File: config.mk
export PLATFORM = sky130hd
export DESIGN_NAME = accel_core_dot_unit
export DESIGN_NICKNAME = d
export VERILOG_FILES = /design/src/common/accel_core_pkg.sv /design/src/booth_mul/accel_core_booth_pipeline.sv /design/src/source/accel_core_dot_combiner.sv /design/src/source/accel_core_result_fifo.sv /design/src/source/accel_core_dot_unit.sv
export VERILOG_INCLUDE_DIRS = /design/src /design/src/common
export SDC_FILE = /design/constraint.sdc
export NUM_CORES = 1
export LEC_CHECK = 0
export BUFFER_PORTS_ARGS = -buffer_cell sky130_fd_sc_hd__buf_2
export CORE_UTILIZATION = 57
export DETAILED_ROUTE_END_ITERATION = 10
export PLACE_DENSITY_LB_ADDON = 0.08
export SYNTH_ARGS = -nofsm -noshare
export SYNTH_HDL_FRONTEND = slang
export SYNTH_SLANG_ARGS = --single-unit
File: constraint.sdc
create_clock -name clk -period 18.5 [get_ports clk]
set_input_delay 5.55 -clock clk [delete_from_list [all_inputs] [get_ports clk]]
set_output_delay 5.55 -clock clk [all_outputs]
set_load 0.05 [all_outputs]
File: src/common/accel_core_defs.svh
// accel core dot-product unit parameters
// operand, accumulator and result FIFO sizing shared by RTL and testbench

`ifndef ACCEL_CORE_DEFS_SVH
`define ACCEL_CORE_DEFS_SVH

// signed operand width in bits
`define WEIGHT_WIDTH 8

// accumulator and result width, wraps on overflow
`define ACC_WIDTH 24

// result slots in the output FIFO
// also the number of input credits the producer starts with
`define OUT_FIFO_DEPTH 4

// credit counters must hold the full FIFO depth
`define CREDIT_WIDTH ($clog2(`OUT_FIFO_DEPTH + 1))

`endif

File: src/common/accel_core_pkg.sv
// accel core shared types
// vector widths for operands, products, results and credits,
// plus the output state encoding of the result FIFO

`default_nettype none

`include "accel_core_defs.svh"

package accel_core_pkg;

    // one signed weight or activation
    typedef logic signed [`WEIGHT_WIDTH-1:0] weight_t;

    // full precision lane product
    typedef logic signed [2*`WEIGHT_WIDTH-1:0] product_t;

    // running sum and FIFO result
    typedef logic signed [`ACC_WIDTH-1:0] acc_t;

    // credit and occupancy counts
    typedef logic [`CREDIT_WIDTH-1:0] credit_t;

    // result FIFO output state
    // BLOCKED holds data but has no output credit
    typedef enum logic [1:0] {
        IDLE    = 2'b00,
        SEND    = 2'b01,
        BLOCKED = 2'b10
    } fifo_state_e;

endpackage

`default_nettype wire

File: src/booth_mul/accel_core_booth_pipeline.sv
// signed radix-2 Booth multiplier, fully pipelined
// one setup stage, then one stage per multiplier bit
// valid and last travel alongside the data, one product per cycle

`default_nettype none

`include "accel_core_defs.svh"

module accel_core_booth_pipeline (
    input  logic                      clk,
    input  logic                      rst,
    input  logic                      in_valid,
    input  logic                      in_last,
    input  accel_core_pkg::weight_t   mu,
    input  accel_core_pkg::weight_t   qu,
    output accel_core_pkg::product_t  prod,
    output logic                      prod_valid,
    output logic                      prod_last
);

    localparam int W = `WEIGHT_WIDTH;

    // {A (W+1 bits), Q (W bits), Q-1}
    // A carries an extra bit so that -min * -min does not overflow
    logic [2*W+1:0] aqq [0:W];
    logic [W-1:0]   mcand [0:W-1];
    logic           vld_q [0:W];
    logic           last_q [0:W];

    // setup stage
    always_ff @(posedge clk or posedge rst) begin
        if (rst) begin
            aqq[0]    <= '0;
            mcand[0]  <= '0;
            vld_q[0]  <= 1'b0;
            last_q[0] <= 1'b0;
        end else begin
            aqq[0]    <= {{(W+1){1'b0}}, qu, 1'b0};
            mcand[0]  <= mu;
            vld_q[0]  <= in_valid;
            last_q[0] <= in_valid & in_last;
        end
    end

    // iteration stages
    for (genvar i = 0; i < W; i++) begin : g_stage
        logic [W:0] m_ext;
        logic [W:0] a_cur;
        logic [W:0] a_new;

        assign m_ext = {mcand[i][W-1], mcand[i]};
        assign a_cur = aqq[i][2*W+1:W+1];

        // Q0 and Q-1 pick add, subtract or keep
        always_comb begin
            case (aqq[i][1:0])
                2'b01:   a_new = a_cur + m_ext;
                2'b10:   a_new = a_cur - m_ext;
                default: a_new = a_cur;
            endcase
        end

        always_ff @(posedge clk or posedge rst) begin
            if (rst) begin
                aqq[i+1]    <= '0;
                vld_q[i+1]  <= 1'b0;
                last_q[i+1] <= 1'b0;
            end else begin
                // arithmetic shift right of the whole word, Q-1 drops out
                aqq[i+1]    <= {a_new[W], a_new, aqq[i][W:1]};
                vld_q[i+1]  <= vld_q[i];
                last_q[i+1] <= last_q[i];
            end
        end

        // multiplicand is only needed up to the last iteration
        if (i < W-1) begin : g_mcand
            always_ff @(posedge clk or posedge rst) begin
                if (rst) begin
                    mcand[i+1] <= '0;
                end else begin
                    mcand[i+1] <= mcand[i];
                end
            end
        end
    end

    // product sits below the redundant sign bit of A
    assign prod       = aqq[W][2*W:1];
    assign prod_valid = vld_q[W];
    assign prod_last  = last_q[W];

endmodule

`default_nettype wire

File: src/source/accel_core_dot_combiner.sv
// dot-product combiner
// adds the two lane products and accumulates them over a vector,
// emitting the total as a one-cycle write strobe when last arrives

`default_nettype none

module accel_core_dot_combiner (
    input  logic                      clk,
    input  logic                      rst,
    input  accel_core_pkg::product_t  prod0,
    input  accel_core_pkg::product_t  prod1,
    input  logic                      prod_valid,
    input  logic                      prod_last,
    output accel_core_pkg::acc_t      res_data,
    output logic                      res_valid
);

    accel_core_pkg::acc_t prod0_ext;
    accel_core_pkg::acc_t prod1_ext;
    accel_core_pkg::acc_t pair_sum;
    accel_core_pkg::acc_t acc;
    accel_core_pkg::acc_t acc_sum;
    logic                 vec_done;

    // sign extend both lanes to the accumulator width
    always_comb begin
        prod0_ext = accel_core_pkg::acc_t'(prod0);
        prod1_ext = accel_core_pkg::acc_t'(prod1);
        pair_sum  = prod0_ext + prod1_ext;
    end

    // running sum including the current pair, wraps modulo 2^ACC_WIDTH
    assign acc_sum  = acc + pair_sum;
    assign vec_done = prod_valid & prod_last;

    // accumulator restarts from zero right after last,
    // so the next vector can follow with no gap cycle
    always_ff @(posedge clk or posedge rst) begin
        if (rst) begin
            acc <= '0;
        end else if (prod_valid) begin
            if (prod_last) begin
                acc <= '0;
            end else begin
                acc <= acc_sum;
            end
        end
    end

    // write strobe towards the result FIFO
    always_ff @(posedge clk or posedge rst) begin
        if (rst) begin
            res_valid <= 1'b0;
        end else begin
            res_valid <= vec_done;
        end
    end

    // total of the closed vector
    always_ff @(posedge clk) begin
        if (vec_done) begin
            res_data <= acc_sum;
        end
    end

endmodule

`default_nettype wire

File: src/source/accel_core_result_fifo.sv
// result FIFO with credit flow control on both sides
// holds finished dot products until the consumer grants output credits;
// every result sent returns one input credit to the producer

`default_nettype none

`include "accel_core_defs.svh"

module accel_core_result_fifo (
    input  logic                  clk,
    input  logic                  rst,
    input  accel_core_pkg::acc_t  res_data,
    input  logic                  res_valid,
    input  logic                  out_credit,
    output accel_core_pkg::acc_t  out_data,
    output logic                  out_valid,
    output logic                  in_credit
);

    localparam int DEPTH = `OUT_FIFO_DEPTH;
    localparam int PTR_W = (DEPTH > 1) ? $clog2(DEPTH) : 1;
    localparam accel_core_pkg::credit_t CREDIT_MAX = '1;

    accel_core_pkg::acc_t        mem [0:DEPTH-1];
    logic [PTR_W-1:0]            wr_ptr;
    logic [PTR_W-1:0]            rd_ptr;
    accel_core_pkg::credit_t     fill;
    accel_core_pkg::credit_t     fill_next;
    accel_core_pkg::credit_t     out_cnt;
    accel_core_pkg::credit_t     out_cnt_next;
    accel_core_pkg::fifo_state_e state;
    accel_core_pkg::fifo_state_e state_next;
    logic                        send;

    function automatic logic [PTR_W-1:0] ptr_inc(input logic [PTR_W-1:0] p);
        return (p == PTR_W'(DEPTH - 1)) ? '0 : p + 1'b1;
    endfunction

    // an incoming result can go straight out when the buffer is empty
    assign send = (out_cnt != '0) && ((fill != '0) || res_valid);

    assign fill_next = fill + accel_core_pkg::credit_t'(res_valid)
                            - accel_core_pkg::credit_t'(send);

    // output credits, saturating
    always_comb begin
        case ({out_credit, send})
            2'b10:   out_cnt_next = (out_cnt == CREDIT_MAX) ? out_cnt : out_cnt + 1'b1;
            2'b01:   out_cnt_next = out_cnt - 1'b1;
            default: out_cnt_next = out_cnt;
        endcase
    end

    always_comb begin
        if (send) begin
            state_next = accel_core_pkg::SEND;
        end else if (fill_next != '0) begin
            state_next = accel_core_pkg::BLOCKED;
        end else begin
            state_next = accel_core_pkg::IDLE;
        end
    end

    always_ff @(posedge clk or posedge rst) begin
        if (rst) begin
            wr_ptr  <= '0;
            rd_ptr  <= '0;
            fill    <= '0;
            out_cnt <= '0;
            state   <= accel_core_pkg::IDLE;
        end else begin
            if (res_valid) begin
                wr_ptr <= ptr_inc(wr_ptr);
            end
            if (send) begin
                rd_ptr <= ptr_inc(rd_ptr);
            end
            fill    <= fill_next;
            out_cnt <= out_cnt_next;
            state   <= state_next;
        end
    end

    // storage, slot is written even when bypassed to keep pointers aligned
    always_ff @(posedge clk) begin
        if (res_valid) begin
            mem[wr_ptr] <= res_data;
        end
    end

    always_ff @(posedge clk) begin
        if (send) begin
            out_data <= (fill == '0) ? res_data : mem[rd_ptr];
        end
    end

    // a pop frees one slot, which goes back to the producer
    assign out_valid = (state == accel_core_pkg::SEND);
    assign in_credit = (state == accel_core_pkg::SEND);

endmodule

`default_nettype wire

File: src/source/accel_core_dot_unit.sv
// two-lane dot-product unit
// two Booth pipelines in lockstep feed a combiner that accumulates
// each vector; totals leave through a credit controlled result FIFO

`default_nettype none

module accel_core_dot_unit (
    input  logic                     clk,
    input  logic                     rst,
    input  logic                     in_valid,
    input  logic                     in_last,
    input  accel_core_pkg::weight_t  a0_weight,
    input  accel_core_pkg::weight_t  a0_act,
    input  accel_core_pkg::weight_t  a1_weight,
    input  accel_core_pkg::weight_t  a1_act,
    output logic                     in_credit,
    input  logic                     out_credit,
    output logic                     out_valid,
    output accel_core_pkg::acc_t     out_data
);

    accel_core_pkg::product_t prod0;
    accel_core_pkg::product_t prod1;
    logic                     prod_valid;
    logic                     prod_last;
    accel_core_pkg::acc_t     res_data;
    logic                     res_valid;

    // lane 0 carries the control for both lanes
    accel_core_booth_pipeline u_booth_lane0 (
        .clk        (clk),
        .rst        (rst),
        .in_valid   (in_valid),
        .in_last    (in_last),
        .mu         (a0_weight),
        .qu         (a0_act),
        .prod       (prod0),
        .prod_valid (prod_valid),
        .prod_last  (prod_last)
    );

    accel_core_booth_pipeline u_booth_lane1 (
        .clk        (clk),
        .rst        (rst),
        .in_valid   (in_valid),
        .in_last    (in_last),
        .mu         (a1_weight),
        .qu         (a1_act),
        .prod       (prod1),
        .prod_valid (),
        .prod_last  ()
    );

    accel_core_dot_combiner u_combiner (
        .clk        (clk),
        .rst        (rst),
        .prod0      (prod0),
        .prod1      (prod1),
        .prod_valid (prod_valid),
        .prod_last  (prod_last),
        .res_data   (res_data),
        .res_valid  (res_valid)
    );

    accel_core_result_fifo u_result_fifo (
        .clk        (clk),
        .rst        (rst),
        .res_data   (res_data),
        .res_valid  (res_valid),
        .out_credit (out_credit),
        .out_data   (out_data),
        .out_valid  (out_valid),
        .in_credit  (in_credit)
    );

endmodule

`default_nettype wire

# Yosys cells after proc, flatten, opt, wreduce, memory -nomap -nowiden
# Memories as Yosys holds them, arrays and structs flattened.
# Cells that the tools add are included.
[word_totals]
register_bits = 519
ramBits = 96
in_bits = 37
output_inout_bits = 26
wordCells = 171
memories = 1
[classes]
addsub = 38
n_eq_ne = 35
n_mux = 26
n_bitwise = 2
reduce_logical = 8
[memory_table]
columns = ["memory", "words", "width", "read_ports", "rd_clocked_by_memory_dff", "wr", "line", "text"]
rows = [
  ["u_result_fifo.mem", 4, 24, 1, 0, 1, "accel_core_result_fifo.sv:24", "accel_core_pkg::acc_t mem [0:DEPTH-1];"],
]
[ops]
columns = ["cell", "n"]
rows = [
  ["9-bit case mux with 2 select lines", 14],
  ["8-bit by 8-bit adder with 9-bit output", 14],
  ["8-bit by 8-bit subtractor with 9-bit output", 14],
  ["24-bit 2-to-1 mux", 2],
  ["2-bit equality test (second input constant)", 17],
  ["2-bit by 1-bit equality test with 1-bit output (second input constant)", 16],
  ["24-bit adder", 1],
  ["9-bit 2-to-1 mux", 2],
  ["1-bit by 8-bit subtractor with 9-bit output (first input constant)", 2],
  ["16-bit by 16-bit adder with 17-bit output", 1],
  ["3-bit nonzero test", 3],
  ["2-bit 2-to-1 mux", 4],
  ["3-bit case mux with 2 select lines", 1],
  ["2-bit by 1-bit adder with 2-bit output (second input constant)", 2],
  ["3-bit by 1-bit adder with 3-bit output", 1],
  ["3-bit by 1-bit adder with 3-bit output (second input constant)", 1],
  ["3-bit equality test (second input constant)", 1],
  ["3-bit zero test", 1],
  ["3-bit 2-to-1 mux", 1],
  ["3-bit by 1-bit subtractor with 3-bit output", 1],
  ["3-bit by 1-bit subtractor with 3-bit output (second input constant)", 1],
  ["1-bit AND", 2],
  ["1-bit 2-to-1 mux", 2],
  ["2-bit != test (second input constant)", 1],
  ["other kinds (4)", 4],
]

# Depth between registers and ports, before layout
# Gate-level depths: netlist of the first run.
[logic_depth]
ltp_word = 7
mapped_depth = 21
ltp_nobuf = 20

# By module
# A second synthesis of the first run with hierarchy kept.
[unflattened]
cells_unflattened = 2547
hier_area_um2 = 30325.3
[modules_own_cells]
columns = ["mod", "n_inst", "cells_per_inst", "area_per_inst_um2"]
rows = [
  ["accel_core_booth_pipeline (u_booth_lane0)", 1, 963, 10711.5],
  ["accel_core_booth_pipeline (u_booth_lane1)", 1, 966, 10707.8],
  ["accel_core_result_fifo", 1, 258, 5286.3],
  ["accel_core_dot_combiner", 1, 360, 3619.7],
]

# Least setup slack after synthesis of the first run
# OpenSTA, ideal clock, no wires.
[synth_path]
kind = "input-to-reg"
from = "input out_credit"
to = "register u_result_fifo.out_cnt[2]"
setup_time_ns = 0.099
arrival_time_ns = 7.024
t_required_ns = 18.401
path_slack_ns = 11.376
cell_stages = 6
path_buffers = 1
cell_sequence = "clkbuf_1 or3_1 fa_1 nor3b_1 and2_1 a311oi_1"
[synth_between]
elab_chain_len = 3
elab_cells_between_ends = 6
[synth_rtl]
columns = ["item", "line", "text"]
rows = [
  ["start: declaration", "accel_core_dot_unit.sv:17", "input logic out_credit,"],
  ["2-bit equality test / 2-bit by 1-bit equality test with 1-bit output (equally long branches)", "accel_core_result_fifo.sv:47", "case ({out_credit, send})"],
  ["2-bit != test (no line) / 2-bit nonzero test (equally long branches)", "--", ""],
  ["2-bit AND reduction (no line)", "--", ""],
  ["end signal: assignment", "accel_core_result_fifo.sv:79", "out_cnt <= out_cnt_next;"],
  ["end: declaration", "accel_core_result_fifo.sv:29", "accel_core_pkg::credit_t out_cnt;"],
]
# Several ways; a longest one is shown, not always the timed one.
# A chain may end at the register's enable or synchronous reset.

==> results of run 1 <==
==> layout make-up <==
type	instances	area [µm²]	area share, %
Clock buffer	79	1740	5.60
Clock inverter	34	400	1.29
Inverter	139	526	1.69
Multi-Input combinational cell	1441	11100	35.8
Sequential cell	613	16100	51.8
Tap cell	615	769	2.48
Timing Repair Buffer	76	428	1.38
==> cell usage in the layout, fill, tap and decap left out, drive strengths merged, types with 19 or more instances in the layout <==
cell type / count
a21o: 26
a21oi: 124
a22o: 22
a31oi: 23
buf: 76
clkbuf: 79
dfrtp: 469
edfxtp: 144
ha: 189
inv: 142
mux2: 38
mux2i: 26
mux4: 24
nand2: 126
nand2b: 19
nand3: 19
nor2: 148
nor2b: 27
nor3: 58
nor3b: 28
o21a: 23
o21ai: 107
xnor2: 157
xor2: 51
==> cells by family (layout without fill, tap and decap cells) <==
| kind of cell | after synthesis | in the layout |
|---|---|---|
| AOI/OAI and AO/OA | 434 | 434 |
| muxes | 88 | 88 |
| buffers and inverters | 201 | 328 |
| and+or+nand+nor | 504 | 504 |
| DFF | 613 | 613 |
| xor gates and xnor gates | 208 | 208 |
| adders and majority gates | 207 | 207 |
==> cells in the mapped netlist, drive strengths merged (10+ instances only) <==
library cell / count
o211ai: 11
nor3: 58
ha: 189
a21boi: 10
clkbuf: 57
inv: 139
nand3: 19
edfxtp: 144
or2: 10
a211oi: 15
a22o: 22
a31oi: 23
o21ai: 107
mux4: 24
xor2: 51
mux2i: 26
mux2: 38
xnor2: 157
nor2: 148
a21o: 26
nand2b: 19
nor4: 15
o31ai: 18
o21a: 23
nor2b: 27
and3: 15
fa: 18
a21oi: 124
o21bai: 13
a221oi: 12
dfrtp: 469
nand2: 126
nor3b: 28
and2: 13
==> power groups by stage <==
stage	clock, µW	sequential [µW]	combinational [µW]
finish	1280	1970	2400
global route	1370	2000	2680
CTS	1310	1970	2410
detailed placement	0	1990	2400
global placement	0	1980	2340
floorplan	0	2040	1830
==> worst register-to-register path, stage by stage (launching register included) <==
cell	delay, ps
dfrtp_1	360
ha_1	210
inv_1	70
fa_1	200
nor2b_1	70
o31a_2	310
nor3_1	170
o31ai_1	160
a2bb2oi_1	830
ha_1	450
a21oi_1	200
o21bai_1	90
a221o_1	350
a21o_2	190
a31oi_2	160
xor2_1	130
and3b_1	240
a211o_1	260
==> registers in the layout, indices dropped and copies added (netlist names), 16 cells and up <==
signal,count
u_result_fifo.mem,96
u_booth_lane0.g_stage.m_ext,64
u_booth_lane0.prod,16
u_booth_lane1.g_stage.m_ext,64
u_result_fifo.out_data,24
u_booth_lane1.prod,16
u_combiner.acc,24
u_combiner.res_data,24
u_booth_lane0.aqq,127
u_booth_lane1.aqq,127
==> worst max-delay path by stage <==
stage,startpoint,to,cells past startpoint
floorplan,rst,u_booth_lane0.aqq[100]$_DFF_PP0_,1
global placement,rst,u_booth_lane1.aqq[126]$_DFF_PP0_,4
detailed placement,rst,u_booth_lane1.aqq[141]$_DFF_PP0_,4
CTS,rst,u_booth_lane1.aqq[127]$_DFF_PP0_,4
global route,rst,u_booth_lane1.aqq[126]$_DFF_PP0_,4
finish,rst,u_booth_lane1.g_stage[5].m_ext[4]$_DFF_PP0_,4
==> metrics by stage <==
stage	worst slack, ps	utilization, %	std cells	total power, µW	hold WS (ps)
6_report	11150	64.6	2997	5640	339
5_1_grt	10670	64.6	2997	6050	347
4_1_cts	11030	64.6	2997	5700	343
3_5_place_dp	10360	60.1	2884	4390	335
3_3_place_gp	10410	60.1	2884	4320	331
2_1_floorplan	6600	-	2255	3870	331
==> per-layer routing <==
layer  track usage (%)  wire (µm)
met1              21.5      18400
met2              37.3      25400
met3              3.21       1510
met4              6.54       1280
met5                 0          0
==> impl_metrics.toml, run 1 <==
[placed_design]
postPlaceCellArea_um2 = 28900
hpwl_um = 33100
gp_congestion = 0.823
numPortBuffers = 62

[cells_and_area]
drive_gt1_share_pct = 11.7
syn2layout_area_growth_pct = 11.1
fin_area_um2 = 31000
layout.nets = 2576
antenna_cells = 0
fillerInstances = 3662

[min_path]
min_to = "u_booth_lane1.aqq[39]$_DFF_PP0_"
min_path_cells = 0
hold_path_class = "flop to flop"
hp-start = "u_booth_lane1.aqq[58]$_DFF_PP0_"

[clock_network]
hold_buffers = 0
htree_levels = 2
cts_buffer_depth = 3
clockRootBuffer = "clkbuf_16"
cts_setup_buffers = 0
ctsResizeCount = 0
cts.sink_count = 613
worstSkewPairLatency_ps = 610
cts_made_buffers = 61
cts_tree = "done"
path_clk_slew_ps = 60

[sta]
timing.final.crit_share_pct = 39.7
setup_tns_ps = 0
drv_slew = 0
worst_pin_slew_ps = 1060
layout_min_cycle_time_ps = 7350
rsz0062_at_grt = "false"
fmax_ghz = 0.136
hold_viol = 0
finalClockSkew_ps = 12.4
setup_viol = 0
slew_headroom_pct = 28.9

[detailed_routing]
drtIter0Drc = 717
wire_per_inst_um = 15.5
vias_per_cell = 5.51
dr.pass1.iters = 5
drtAntennaViolNets = 0
wl_um = 46600
post-route-drc-count = 0
dr_total_vias = 16500

[critical_path]
reg2reg_depth = 17
setup.worst_path.class = "input port to asynchronous set/reset pin"
worstPathCellList = "buf_2 -> clkinvlp_4 -> buf_4 -> buf_12"
r2r_setup_slack_ps = 13950
crit_buf_inv = 4
cp_max_fo = 197
crit-reg2reg-launch = "u_booth_lane0.prod[0]$_DFF_PP0_"
r2r_end = "u_combiner.acc[23]$_DFFE_PP0P_"
critPathArrivalTime_ps = 7940
cpPeakStageDelay_ps = 740
required_ps = 19090
startpoint_type = "input port"
slowest_stage = "buf_4"
cp_top_family = "buffers and inverters"
endpoint_kind = "asynchronous set/reset pin"

[pwr]
intPower_uw = 3590
power_density_nw_per_um2 = 182
switchingPower_uw = 2050
ir_worst_vdd_v = 0.000101
pwr-share-seq_pct = 34.9
combPwrFrac_pct = 42.5
clkPwrFrac_pct = 22.7
switching_share_pct = 36.3
p_leak_uw = 0.0135

[synth]
synth_top_family_by_area = "compound AO/OA/AOI/OAI gates"
async_flop_share_pct = 76.5
synth_area_um2 = 27900
mappedNetlistNets = 2499
synthXorXnorAreaFrac_pct = 6.55
synthAdderAreaFrac_pct = 9.76
synthFlopType = "dfrtp_1"
syn_area_per_cell_um2 = 12.4
ys_ff_latch = 613
yosysUniqueCellTypes = 71
syn_inst = 2255
ys_top_cells_by_area = "dfrtp_1 (42%), edfxtp_1 (15%), ha_1 (8.5%)"
yosysSeqAreaShare_pct = 57.5
synthMuxAreaShare_pct = 4.40
synthSimpleGateAreaFrac_pct = 8.86
synth_edf_count = 144
yosysTopAreaCellShare_pct = 42.0
yosys.area.top_type = "dfrtp_1"
synth-compound-area-share_pct = 10.2
synth_warnings = 0

[floorplanning]
io_pins = 63
fp.dieW_um = 223
die_area_um2 = 49900
rows = 80
initial_core_util_pct = 58.1
die_height_um = 223
coreArea_um2 = 48000

[global_route]
grt_usage_pct = 19.4
grt_pass1_vias = 17200
grt_pass1_wl_um = 79300
antenna_found_initial = 0
grt_max_degree = 198
overflow = 0

[job]
max_cap_violations = 0

[run_status]
status = "complete, no violations"
Power figures use the tool's default switching activity.
==> inputs of run 2 (changes only) <==
Settings changed: CORE_UTILIZATION 57 to 60.
Clock period 18.5 ns to 7.35 ns, I/O delays scaled along.
==> impl_metrics.toml, run 2 (same netlist as run 1, synthesis figures left out) <==
[clock_network]
worstSkewPairLatency_ps = 620
path_clk_slew_ps = 60
cts.sink_count = 613
clockRootBuffer = "clkbuf_16"
ctsResizeCount = 0
hold_buffers = 0
cts_setup_buffers = 0
cts_made_buffers = 61
cts_tree = "done"
cts_buffer_depth = 3
htree_levels = 2

[run_status]
status = "complete, no violations"

[cells_and_area]
multi_input_comb_area_um2 = 11100
final_common_cell = "dfrtp_1"
drive_gt1_share_pct = 11.6
antenna_cells = 0
regArea_um2 = 16100
syn2layout_area_growth_pct = 11.0
layout.nets = 2575
layout_common_cells = "dfrtp_1 (469), ha_1 (189), xnor2_1 (156)"
largestRegisters = "u_booth_lane0.aqq (127), u_booth_lane1.aqq (127), u_result_fifo.mem (96)"
fillerInstances = 3277
fin_area_um2 = 31000

[floorplanning]
die_area_um2 = 47400
io_pins = 63
fp.dieW_um = 218
rows = 78
die_height_um = 218
initial_core_util_pct = 61.1
coreArea_um2 = 45700

[critical_path]
required_ps = 7840
cpPeakStageDelay_ps = 470
worstPathCellList = "ha_1 -> inv_1 -> fa_1 -> nor2b_1 -> o31a_2 -> nor3_1 -> o31ai_1 -> a21o_1 -> a21oi_1 -> nand3_1 -> o211ai_1 -> ha_1 -> a211oi_1 -> nor2_1 -> o31a_1 -> a21o_2 -> a31oi_2 -> xor2_1 -> and3b_1 -> a211o_1"
endpoint_kind = "flop"
critPathArrivalTime_ps = 5000
slowest_stage = "o31ai_1"
cp_max_fo = 7
setup.worst_path.class = "flop to flop"
startpoint_type = "flop"
cp_common_cell = "ha_1"

[sta]
setup_viol = 0
timing.final.crit_share_pct = 61.4
drv_slew = 0
rsz0062_at_grt = "false"
worst_pin_slew_ps = 985
finalClockSkew_ps = 21.1
layout_min_cycle_time_ps = 4510
slew_headroom_pct = 34.3
hold_viol = 0
fmax_ghz = 0.222
setup_tns_ps = 0

[pwr]
power_density_nw_per_um2 = 460
p_leak_uw = 0.0135
ir_worst_vdd_v = 0.000283

[job]
max_cap_violations = 0

[detailed_routing]
drtAntennaViolNets = 0
dr_total_vias = 16600
vias_per_cell = 5.57
wire_per_inst_um = 15.9
wl_um = 47400
drtIter0Drc = 723
dr.pass1.iters = 5
post-route-drc-count = 0

[global_route]
grt_pass1_wl_um = 81700
grt_max_degree = 179
overflow = 0
antenna_found_initial = 0
grt_pass1_vias = 17500
grt_usage_pct = 21.2

[placed_design]
postPlaceCellArea_um2 = 28900
numPortBuffers = 62
hpwl_um = 33500
gp_congestion = 0.849

[min_path]
hold_path_class = "flop to flop"
==> run 2: changes by cell type in the layout (fill, tap and decap cells not counted) <==
cell	before	now
clkinv_8	0	1
clkbuf_8	10	7
clkinv_4	4	6
clkinv_1	6	2
buf_4	13	11
clkbuf_16	63	62
buf_12	1	2
clkinvlp_2	1	0
clkbuf_1	6	11
clkinv_2	8	12
inv_6	4	0
inv_8	0	1
bufinv_16	8	9
==> run 2: power breakdown <==
| part | total [µW] | internal (µW) | switching (µW) |
|---|---|---|---|
| registers | 4960 | 4500 | 452 |
| clock network | 3220 | 1940 | 1280 |
| logic | 6070 | 2600 | 3480 |
| total | 14200 | 9040 | 5210 |
==> run 2: worst max-delay path: cells and delay by family, from the launching register on <==
kind / cells / cell delay, ps
compound gates: 10 / 2240
xor+xnor: 1 / 120
fa+ha+maj: 3 / 970
buf+inv: 1 / 50
flops: 1 / 350
simple gates: 5 / 660
==> run 2: layout make-up <==
| cell class | count | area share [%] |
|---|---|---|
| clock inverters | 34 | 1.42 |
| inverters | 139 | 1.70 |
| well taps | 600 | 2.42 |
| multi-input cells | 1441 | 35.8 |
| clock buffers | 80 | 5.45 |
| flip-flops and latches | 613 | 51.8 |
| repair buffers | 75 | 1.40 |
==> run 2: layer usage <==
| layer | vias to the layer above | GRT usage, % | wire [µm] |
|---|---|---|---|
| li1 | 8101 | - | - |
| met1 | 8185 | 23.6 | 18500 |
| met2 | 227 | 40.8 | 26100 |
| met3 | 109 | 3.53 | 1500 |
| met4 | 0 | 6.97 | 1270 |
| met5 | - | 0 | 0 |
==> run 2: final timing paths <==
check	startpoint	to	slack, ps	depth (start not counted)
max	u_booth_lane1.prod[0]$_DFF_PP0_	u_combiner.acc[23]$_DFFE_PP0P_	2840	20
min in group asynchronous	rst	u_booth_lane0.g_stage[6].m_ext[7]$_DFF_PP0_	1700	2
min	u_booth_lane1.aqq[25]$_DFF_PP0_	u_booth_lane1.prod[5]$_DFF_PP0_	340	0
max in group asynchronous	rst	u_booth_lane1.prod[4]$_DFF_PP0_	4300	3
min reg2reg	u_booth_lane1.aqq[25]$_DFF_PP0_	u_booth_lane1.prod[5]$_DFF_PP0_	340	0
max reg2reg	u_booth_lane1.prod[0]$_DFF_PP0_	u_combiner.acc[23]$_DFFE_PP0P_	2840	20
==> run 2: per-stage QoR <==
stage | utilization (%) | instances | worst slack, ps | hold WS, ps | power (µW)
5_1_grt | 67.9 | 2982 | 2510 | 339 | 15300
2_1_floorplan | - | 2255 | -1210 | 331 | 9750
4_1_cts | 67.9 | 2982 | 2810 | 338 | 14400
3_5_place_dp | 63.2 | 2868 | 2920 | 335 | 11100
6_report | 67.9 | 2982 | 2840 | 335 | 14200
3_3_place_gp | 63.2 | 2868 | 2980 | 332 | 10900
